## src/enoc_pkg.sv

```systemverilog
/*
 * packet format for the network endpoint
 * widths, field positions, command layout and opcodes
 */
`default_nettype none

package enoc_pkg;

   localparam int AW = 32;              // address width
   localparam int PW = 112;             // packet width
   localparam int CW = 16;              // command field width
   localparam int DW = 2 * AW;          // data field width

   typedef logic [PW-1:0] packet_t;

   // field positions in the 112 bit packet
   localparam int CMD_LSB  = 0;
   localparam int DST_LSB  = 16;
   localparam int SRC_LSB  = 48;
   localparam int DATA_LSB = 48;        // low data word shares bits with srcaddr

   // command layout, bit 7 reserved
   localparam int OPC_LSB  = 0;
   localparam int OPC_W    = 4;
   localparam int SIZE_LSB = 4;
   localparam int SIZE_W   = 3;
   localparam int USER_LSB = 8;
   localparam int USER_W   = 8;

   // opcodes
   localparam logic [OPC_W-1:0] OP_WRITE = 4'h0;
   localparam logic [OPC_W-1:0] OP_READ  = 4'h8;
   localparam logic [OPC_W-1:0] OP_ADD   = 4'h9;
   localparam logic [OPC_W-1:0] OP_AND   = 4'ha;
   localparam logic [OPC_W-1:0] OP_OR    = 4'hb;
   localparam logic [OPC_W-1:0] OP_XOR   = 4'hc;
   localparam logic [OPC_W-1:0] OP_CAS   = 4'hd;
   localparam logic [OPC_W-1:0] OP_RESP  = 4'hf;   // response packets only

endpackage

`default_nettype wire

```

## src/mem_pkg.sv

```systemverilog
/*
 * local word memory definitions and memory operation codes
 */
`default_nettype none

package mem_pkg;

   localparam int MEM_DEPTH = 256;     // words
   localparam int IDX_W     = 8;       // word index width
   localparam int IDX_LSB   = 2;       // index from dstaddr[9:2]
   localparam int WORD_W    = 32;

   typedef enum logic [2:0] {
      MOP_READ  = 3'd0,
      MOP_WRITE = 3'd1,
      MOP_ADD   = 3'd2,
      MOP_AND   = 3'd3,
      MOP_OR    = 3'd4,
      MOP_XOR   = 3'd5,
      MOP_CAS   = 3'd6,
      MOP_NONE  = 3'd7
   } mem_op_t;

endpackage

`default_nettype wire

```

## src/enoc_decode.sv

```systemverilog
/*
 * command field decoder, opcode to memory operation
 */
`timescale 1ns/1ps
`default_nettype none

module enoc_decode (
   input  logic                         clk,
   input  logic                         in_valid,
   input  logic [enoc_pkg::CW-1:0]      cmd_in,
   output mem_pkg::mem_op_t             mem_op,
   output logic [enoc_pkg::OPC_W-1:0]   cmd_opcode,
   output logic [enoc_pkg::SIZE_W-1:0]  cmd_size,
   output logic [enoc_pkg::USER_W-1:0]  cmd_user
);

   import enoc_pkg::*;
   import mem_pkg::*;

   assign cmd_opcode = cmd_in[OPC_LSB +: OPC_W];
   assign cmd_size   = cmd_in[SIZE_LSB +: SIZE_W];
   assign cmd_user   = cmd_in[USER_LSB +: USER_W];

   always_comb begin
      case (cmd_opcode)
         OP_WRITE: mem_op = MOP_WRITE;
         OP_READ:  mem_op = MOP_READ;
         OP_ADD:   mem_op = MOP_ADD;
         OP_AND:   mem_op = MOP_AND;
         OP_OR:    mem_op = MOP_OR;
         OP_XOR:   mem_op = MOP_XOR;
         OP_CAS:   mem_op = MOP_CAS;
         OP_RESP:  mem_op = MOP_NONE;   // a response is no request
         default:  mem_op = MOP_NONE;
      endcase
   end

   // source must present a clean command with every valid
   a_cmd_known: assert property (@(posedge clk) in_valid |-> !$isunknown(cmd_in));

endmodule

`default_nettype wire

```

## src/enoc_unpack.sv

```systemverilog
/*
 * request packet unpacker, fixed 32 bit address / 112 bit layout
 */
`timescale 1ns/1ps
`default_nettype none

module enoc_unpack (
   input  logic                         clk,
   input  logic                         in_valid,
   input  enoc_pkg::packet_t            packet_in,
   output mem_pkg::mem_op_t             mem_op,
   output logic [enoc_pkg::OPC_W-1:0]   cmd_opcode,
   output logic [enoc_pkg::SIZE_W-1:0]  cmd_size,
   output logic [enoc_pkg::USER_W-1:0]  cmd_user,
   output logic [enoc_pkg::AW-1:0]      dstaddr,
   output logic [enoc_pkg::AW-1:0]      srcaddr,
   output logic [enoc_pkg::DW-1:0]      data
);

   import enoc_pkg::*;

   logic [CW-1:0] cmd;

   //############################################################
   // field slicing
   //############################################################
   assign cmd     = packet_in[CMD_LSB +: CW];
   assign dstaddr = packet_in[DST_LSB +: AW];   // target word
   assign srcaddr = packet_in[SRC_LSB +: AW];   // return address
   assign data    = packet_in[DATA_LSB +: DW];  // low word is srcaddr too

   enoc_decode decode_i (
      .clk        (clk),
      .in_valid   (in_valid),
      .cmd_in     (cmd),
      .mem_op     (mem_op),
      .cmd_opcode (cmd_opcode),
      .cmd_size   (cmd_size),
      .cmd_user   (cmd_user)
   );

endmodule

`default_nettype wire

```

## config.mk

```make
export PLATFORM = sky130hd
export DESIGN_NAME = enoc_unpack
export DESIGN_NICKNAME = d
export VERILOG_FILES = /design/src/enoc_pkg.sv /design/src/mem_pkg.sv /design/src/enoc_decode.sv /design/src/enoc_unpack.sv
export SDC_FILE = /design/constraint.sdc
export NUM_CORES = 1
export LEC_CHECK = 0
export BUFFER_PORTS_ARGS = -buffer_cell sky130_fd_sc_hd__buf_2
export CAP_MARGIN = 10
export CORE_AREA = 2 2 101 103
export DETAILED_ROUTE_END_ITERATION = 8
export DIE_AREA = 0 0 103 105
export SLEW_MARGIN = 20
export SYNTH_ARGS = -nofsm -noshare
export SYNTH_HDL_FRONTEND = slang
export SYNTH_HIERARCHICAL = 1
export SYNTH_SLANG_ARGS = --single-unit
```

## constraint.sdc

```tcl
create_clock -name vclk -period 2.5
set_input_delay 0.75 -clock vclk [all_inputs]
set_output_delay 0.75 -clock vclk [all_outputs]
set_load 0.02 [all_outputs]
```

Word-level counts from Yosys, hierarchy flattened --
Memory sizes are Yosys's and may differ from the RTL's. Cells that the tools add are included.
Storage, ports and cells: register bits after elaboration 0, latch bits 0, memory bits (writable) 0, memory bits (read-only) 48, input bits 114, output and inout port bits 146, word-level logic and storage cells 1, memories 1
Cells by class: add/subtract/negate cells 0, multipliers 0, divide/modulo/power cells 0, order comparisons 0, eq/ne operators 0, shift operators 0, muxes and demuxes 0, bitwise gates (word level) 0, reduce and logical (&&, ||, !) cells 0
Memories:
- (no name shown) | words 16, bits a word 3, read ports 1, clocked after Yosys merged registers in 0, write ports 0, line enoc_decode.sv:25 | case (cmd_opcode)

Longest topological paths before layout --
Gate-level depths: netlist of the first run. An unclocked memory read counts as a cell.
word-level depth 1, gate-level depth with buffers 4, gate-level depth less buffers 4

By module --
The synthesis of the first run kept the hierarchy.
By module, submodules not included:
- enoc_unpack | instances 1, cells each 128, area an instance 960.9 µm², seq. area each 0.0 µm²
- enoc_decode | instances 1, cells each 30, area an instance 232.7 µm², seq. area each 0.0 µm²

Worst setup path before layout of the first run --
No wires, ideal clock.
path kind input to output, start point in packet_in[1], end point out mem_op[0], data arrival time 1555 ps, required time 1750 ps, setup slack 195 ps, cell stages on the path 4, buffers on the path 0, cell sequence inv_1 -> ha_1 -> and2_1 -> o21ai_0
Between the ends: longest elaborated chain between the ends 1
Ends and longest elaborated chain:
- start: declaration | line enoc_unpack.sv:10 | input enoc_pkg::packet_t packet_in,
- memory (16 x 3 bit)
- end: declaration | line enoc_unpack.sv:11 | output mem_pkg::mem_op_t mem_op,
Every way passes these cells.

Worst setup path in the final report of the first run --
start point in packet_in[0], end point out mem_op[1]
Same word-level chain as after synthesis.

==> summary.md, run 1 <==
| Metric | Value |
|---|---|
| Status | complete, no violations |
| DR DRC count | 0 |
| Peak Freq | 416.4 MHz |
| Worst Path Arrival | 1650 ps |
| Grt total ovfl | 0 |
| Total negative slack | 0 ps |
| N_diodes | 0 |
| Power per cell area | 100.0 mW/mm2 |
| Post-CTS Setup Repair Bufs | 0 |
| Area growth syn-to-layout | -71.38% |
| Final number of setup-violating endpoints | 0 |
| Drt wl/cell | 14.87 um |
| Hold Buf Count CTS | 0 |
| CP endpoint kind | output pin |
| Hold Fails Final Rpt | 0 |
| Worst path slowest cell | ha_1 |
| Drt first pass iters | 2 |
| Mapped Nets | 276 |
| Die area | 0.01082 mm2 |
| Worst path max stage delay | 220 ps |
| Final Wtd Congestion | 0.5757 |
| Setup crit start | packet_in[0] |
| Vias in the first global route | 370 |
| First-pass GRT wire length | 2904 um |
| DRT iter0 DRCs | 8 |
| Clkbuf count | 0 |
| Max Cap Viol | 0 |
| Initial antenna violation count | 0 |
| Hold Path Class | in -> out |
| Period utilization | 96.07% |
| Vias | 340 |
| CP max FO | 4 |
| Maximum number of pins on one net before global-route repair | 8 |
| Post-synthesis compound-gate area fraction | 3.040% |
| Worst hold stages | 0 |
| Layout cell share with drive strength beyond 1 | 50.00% |
| Unique cell type count in the Yosys netlist | 10 |
| DRT Wirelength | 2365 um |
| Hold path endpoint | cmd_size[2] |
| Post-route cell area | 341.6 um2 |
| Synthesized area | 0.001194 mm2 |
| Worst relative slew slack | 88.44% |
| Core footprint | 0.009639 mm2 |
| Most common cell on crit path | buf_2 |
| RSZ-0062 raised after global routing | no |
| Final worst path period need | 2402 ps |
| Total GRT Usage | 3.808% |
| Reg area | 0 um2 |
| Via density | 2.138 |
| Post-Syn Area per Cell | 7.555 um2 |
| I/O Pins | 260 |
| Crit-path cells | buf_2 > inv_1 > ha_1 > nor2b_1 > o31ai_2 > buf_2 |
| Hold Crit Start | packet_in[6] |
| Max IR drop VDD | 0.05208 mV |
| Adder-Cell Fraction of Synth Area | 4.193% |
| Die height | 105 um |
| Nets@finish | 146 |
| DP HPWL | 1987 um |
| Placed standard-cell area | 341.6 um2 |
| Startpoint types | input pin |
| Cells after synthesis | 158 |
| Post-synthesis mux area share | 0% |
| Worst-Margin Slew | 172.4 ps |
| Row cnt | 36 |
| Leakage | 0.1066 nW |
| Sequential cells | 0 |
| Register area share after synthesis | 0% |
| Fin. max-slew vios | 0 |
| Buffers added on ports | 11 |
| Simple-Gate Fraction of Synth Area | 2.201% |
| Crit Path Class | in -> out |
| CP required | 1750 ps |
| Initial Utilization | 12.38% |
| Die width | 103 um |
| Largest family of logic cells by synthesized area | buffers and inverters |
| Synth warn | 6 |
| CTS resizes | 0 |
| Synth Area in XOR/XNOR | 0% |
| Post-route ant nets | 0 |
| Final Util | 3.544% |
-- Yosys cell counts --
cell type	instances	share of area [%]
inv_1	2	0.63
and2_1	1	0.52
buf_4	143	90
o21ai_0	1	0.42
nor2_1	2	0.63
a21bo_2	1	0.84
nor2b_1	2	1.0
o31ai_2	1	1.0
ha_1	4	4.2
a211o_1	1	0.73
-- worst max-delay path: cells and delay by family --
family / cells / cell delay [ps]
AND/OR/NAND/NOR: 1 / 140
adder cells (fa/ha/maj): 1 / 220
AO/OA/AOI/OAI: 1 / 170
buffers and inverters: 3 / 380
-- worst max path at each step --
stage                            to  depth (start not counted)
final                     mem_op[1]                          6
after detailed placement  mem_op[1]                          6
after global placement    mem_op[1]                          6
after global routing      mem_op[1]                          6
after CTS                 mem_op[1]                          6
after floorplan           mem_op[0]                          4
-- layout make-up --
type | count | area, um2
Inverter | 2 | 7.507
Multi-Input combinational cell | 13 | 112.6
Tap cell | 133 | 166.4
Timing Repair Buffer | 11 | 55.05
Fill cell | 1176 | 9298
-- per-stage QoR --
stage	setup slack [ps]	total power, W	instances	hold WS, ps
floorplan	194.7	0.0003496	158	1603
global placement	103.9	0.00003393	159	1500
detailed placement	82.68	0.00003473	159	1500
CTS	70.50	0.00003496	159	1500
global route	15.97	0.00003829	159	1500
finish	98.34	0.00003417	159	1500
-- cells in the final DEF (no fill, tap or decap) --
master,n
o21ai_0,1
a21bo_2,1
a211o_1,1
inv_1,2
nor2b_1,2
ha_1,4
o31ai_2,1
and2_1,1
nor2_1,2
buf_2,11
-- cell families (layout without fill, tap and decap cells) --
| group | Yosys count | in the layout |
|---|---|---|
| AND/OR/NAND/NOR | 5 | 5 |
| AO/OA/AOI/OAI | 4 | 4 |
| buffers and inverters | 145 | 13 |
| adder cells (fa/ha/maj) | 4 | 4 |
-- power by group --
part	switching, W	leakage [nW]	internal [W]
sequential	0	0	0
combinational	0.0000208	0.107	0.0000133
clock	0	0	0
-- layer usage --
| layer | routed length (um) | track usage [%] |
|---|---|---|
| met5 | 0 | 0 |
| met4 | 504 | 7.707 |
| met3 | 911 | 5.886 |
| met2 | 783 | 4.128 |
| met1 | 165 | 0.9215 |
No activity file was read; power rests on OpenSTA's default activity.
==> inputs of run 2 (changes only) <==
--- a/config.mk
+++ b/config.mk
@@ -11,4 +11,5 @@
 export DETAILED_ROUTE_END_ITERATION = 8
 export DIE_AREA = 0 0 103 105
+export RECOVER_POWER = 25
 export SLEW_MARGIN = 20
 export SYNTH_ARGS = -nofsm -noshare
==> constraint.sdc (replaced) <==
create_clock -name vclk -period 2.5
set_input_delay 0.375 -clock vclk [all_inputs]
set_output_delay 0.375 -clock vclk [all_outputs]
set_load 0.02 [all_outputs]
==> summary.md, run 2 (synthesized netlist as in run 1, its figures left out) <==
| Metric | Value |
|---|---|
| Initial Utilization | 12.38% (unchanged) |
| Final Util | 3.544% (unchanged) |
| Max Cap Viol | 0 (unchanged) |
| Leakage | 0.1066 nW (unchanged) |
| Nets@finish | 146 (unchanged) |
| Die area | 0.01082 mm2 (unchanged) |
| Period utilization | 65.88% (-30 points) |
| RSZ-0062 raised after global routing | no |
| Status | complete, no violations |
| Vias | 340 (unchanged) |
| DR DRC count | 0 (unchanged) |
| Placed cells | 159 (unchanged) |
| Most common cell after layout, fill and taps aside | buf_2 |
| Die height | 105 um (unchanged) |
| First-pass GRT wire length | 2898 um (-0.21%) |
| Vias in the first global route | 389 (+5.1%) |
| CTS resizes | 0 (unchanged) |
| Final worst path period need | 1647 ps (-754.7 ps) |
| Final number of setup-violating endpoints | 0 (unchanged) |
| Via density | 2.138 (unchanged) |
| Grt total ovfl | 0 (unchanged) |
| Worst Setup EP | mem_op[1] |
| Crit Path Class | in -> out |
| CP endpoint kind | output pin |
| Post-CTS Setup Repair Bufs | 0 (unchanged) |
| Worst-Margin Slew | 164.7 ps (-7.665 ps) |
| Die width | 103 um (unchanged) |
| Buffers added on ports | 11 (unchanged) |
| Fin. max-slew vios | 0 (unchanged) |
| Core footprint | 0.009639 mm2 (unchanged) |
| Finished Layout Cells | 159 (unchanged) |
| Drt first pass iters | 2 (unchanged) |
| Total GRT Usage | 3.781% (-0.027 points) |
| Reg area | 0 um2 (unchanged) |
| CP required | 2120 ps (+370 ps) |
| Drt wl/cell | 14.89 um (+0.13%) |
| I/O Pins | 260 (unchanged) |
| Hold Fails Final Rpt | 0 (unchanged) |
| Hold Buf Count CTS | 0 (unchanged) |
| Total negative slack | 0 ps (unchanged) |
| DRT iter0 DRCs | 3 (-5) |
| Worst Path Arrival | 1270 ps (-380 ps) |
| Peak Freq | 607.2 MHz (+46%) |
| Worst relative slew slack | 88.95% (+0.51 points) |
| Commonest cells after routing, fill and taps aside | buf_2 (11), ha_1 (4), inv_1 (2), nor2b_1 (2), nor2_1 (2) |
| DP HPWL | 1989 um (about the same) |
| Layout cell share with drive strength beyond 1 | 50.00% (unchanged) |
| Initial antenna violation count | 0 (unchanged) |
| N_diodes | 0 (unchanged) |
| Sequential cells | 0 (unchanged) |
| Post-route ant nets | 0 (unchanged) |
| Hold Path Class | in -> out |
| Max IR drop VDD | 0.04384 mV (-16%) |
| Row cnt | 36 (unchanged) |
| Startpoint types | input pin |
| Area growth syn-to-layout | -71.38% (unchanged) |
| Clkbuf count | 0 (unchanged) |
| Setup crit start | packet_in[0] |
| CP max FO | 4 (unchanged) |
| DRT Wirelength | 2368 um (+0.13%) |
| Final Wtd Congestion | 0.5733 (-0.42%) |
| Power per cell area | 100.2 mW/mm2 (+0.21%) |
| Maximum number of pins on one net before global-route repair | 8 (unchanged) |
run 2: cell counts in the layout (fill, tap and decap cells not counted):
Identical to the previous run, type by type.
run 2: metal layers:
metal  share of wire, %  up-vias  track usage, %  wire, um
met5                  0        -               0         0
met4                 21        0           7.707       504
met3                 39       71           5.886       923
met2                 34      116           4.082       794
met1                6.2       81          0.8814       146
li1                   -       72               -         -
run 2: critical path, cell delays in order:
cell and delay [ps]:
buf_2 120, inv_1 60, ha_1 220, nor2b_1 140, o31ai_2 160, buf_2 190
run 2: how the worst min path moves through the flow:
stage | slack [ps] | startpoint | depth (start not counted) | endpoint
global placement | 750 | packet_in[83] | 0 | data[35]
floorplan | 850 | packet_in[2] | 1 | mem_op[1]
detailed placement | 750 | packet_in[83] | 0 | data[35]
CTS | 750 | packet_in[83] | 0 | data[35]
finish | 750 | packet_in[33] | 0 | dstaddr[17]
global route | 750 | packet_in[13] | 0 | cmd_user[5]
run 2: metrics by stage:
step	instance area [um2]	power (W)	hold slack, ps	setup slack [ps]
floorplan	1194	0.0003496	853.3	944.7
global placement	341.6	0.00003391	750.1	854.8
detailed placement	341.6	0.00003468	750.1	846.7
CTS	341.6	0.00003495	750.1	838.1
global route	341.6	0.00003838	750.0	758.4
finish	341.6	0.00003424	750.0	853.1
run 2: report_power, final:
part	switching, W	internal, W	total [W]	leakage (nW)
logic	0.0000209	0.0000133	0.0000342	0.107
registers	0	0	0	0
clock network	0	0	0	0
run 2: cell type report:
cell class | count | area, um2
fillers | 1182 | 9298
inverters | 2 | 7.507
multi-input cells | 13 | 112.6
well taps | 133 | 166.4
repair buffers | 11 | 55.05
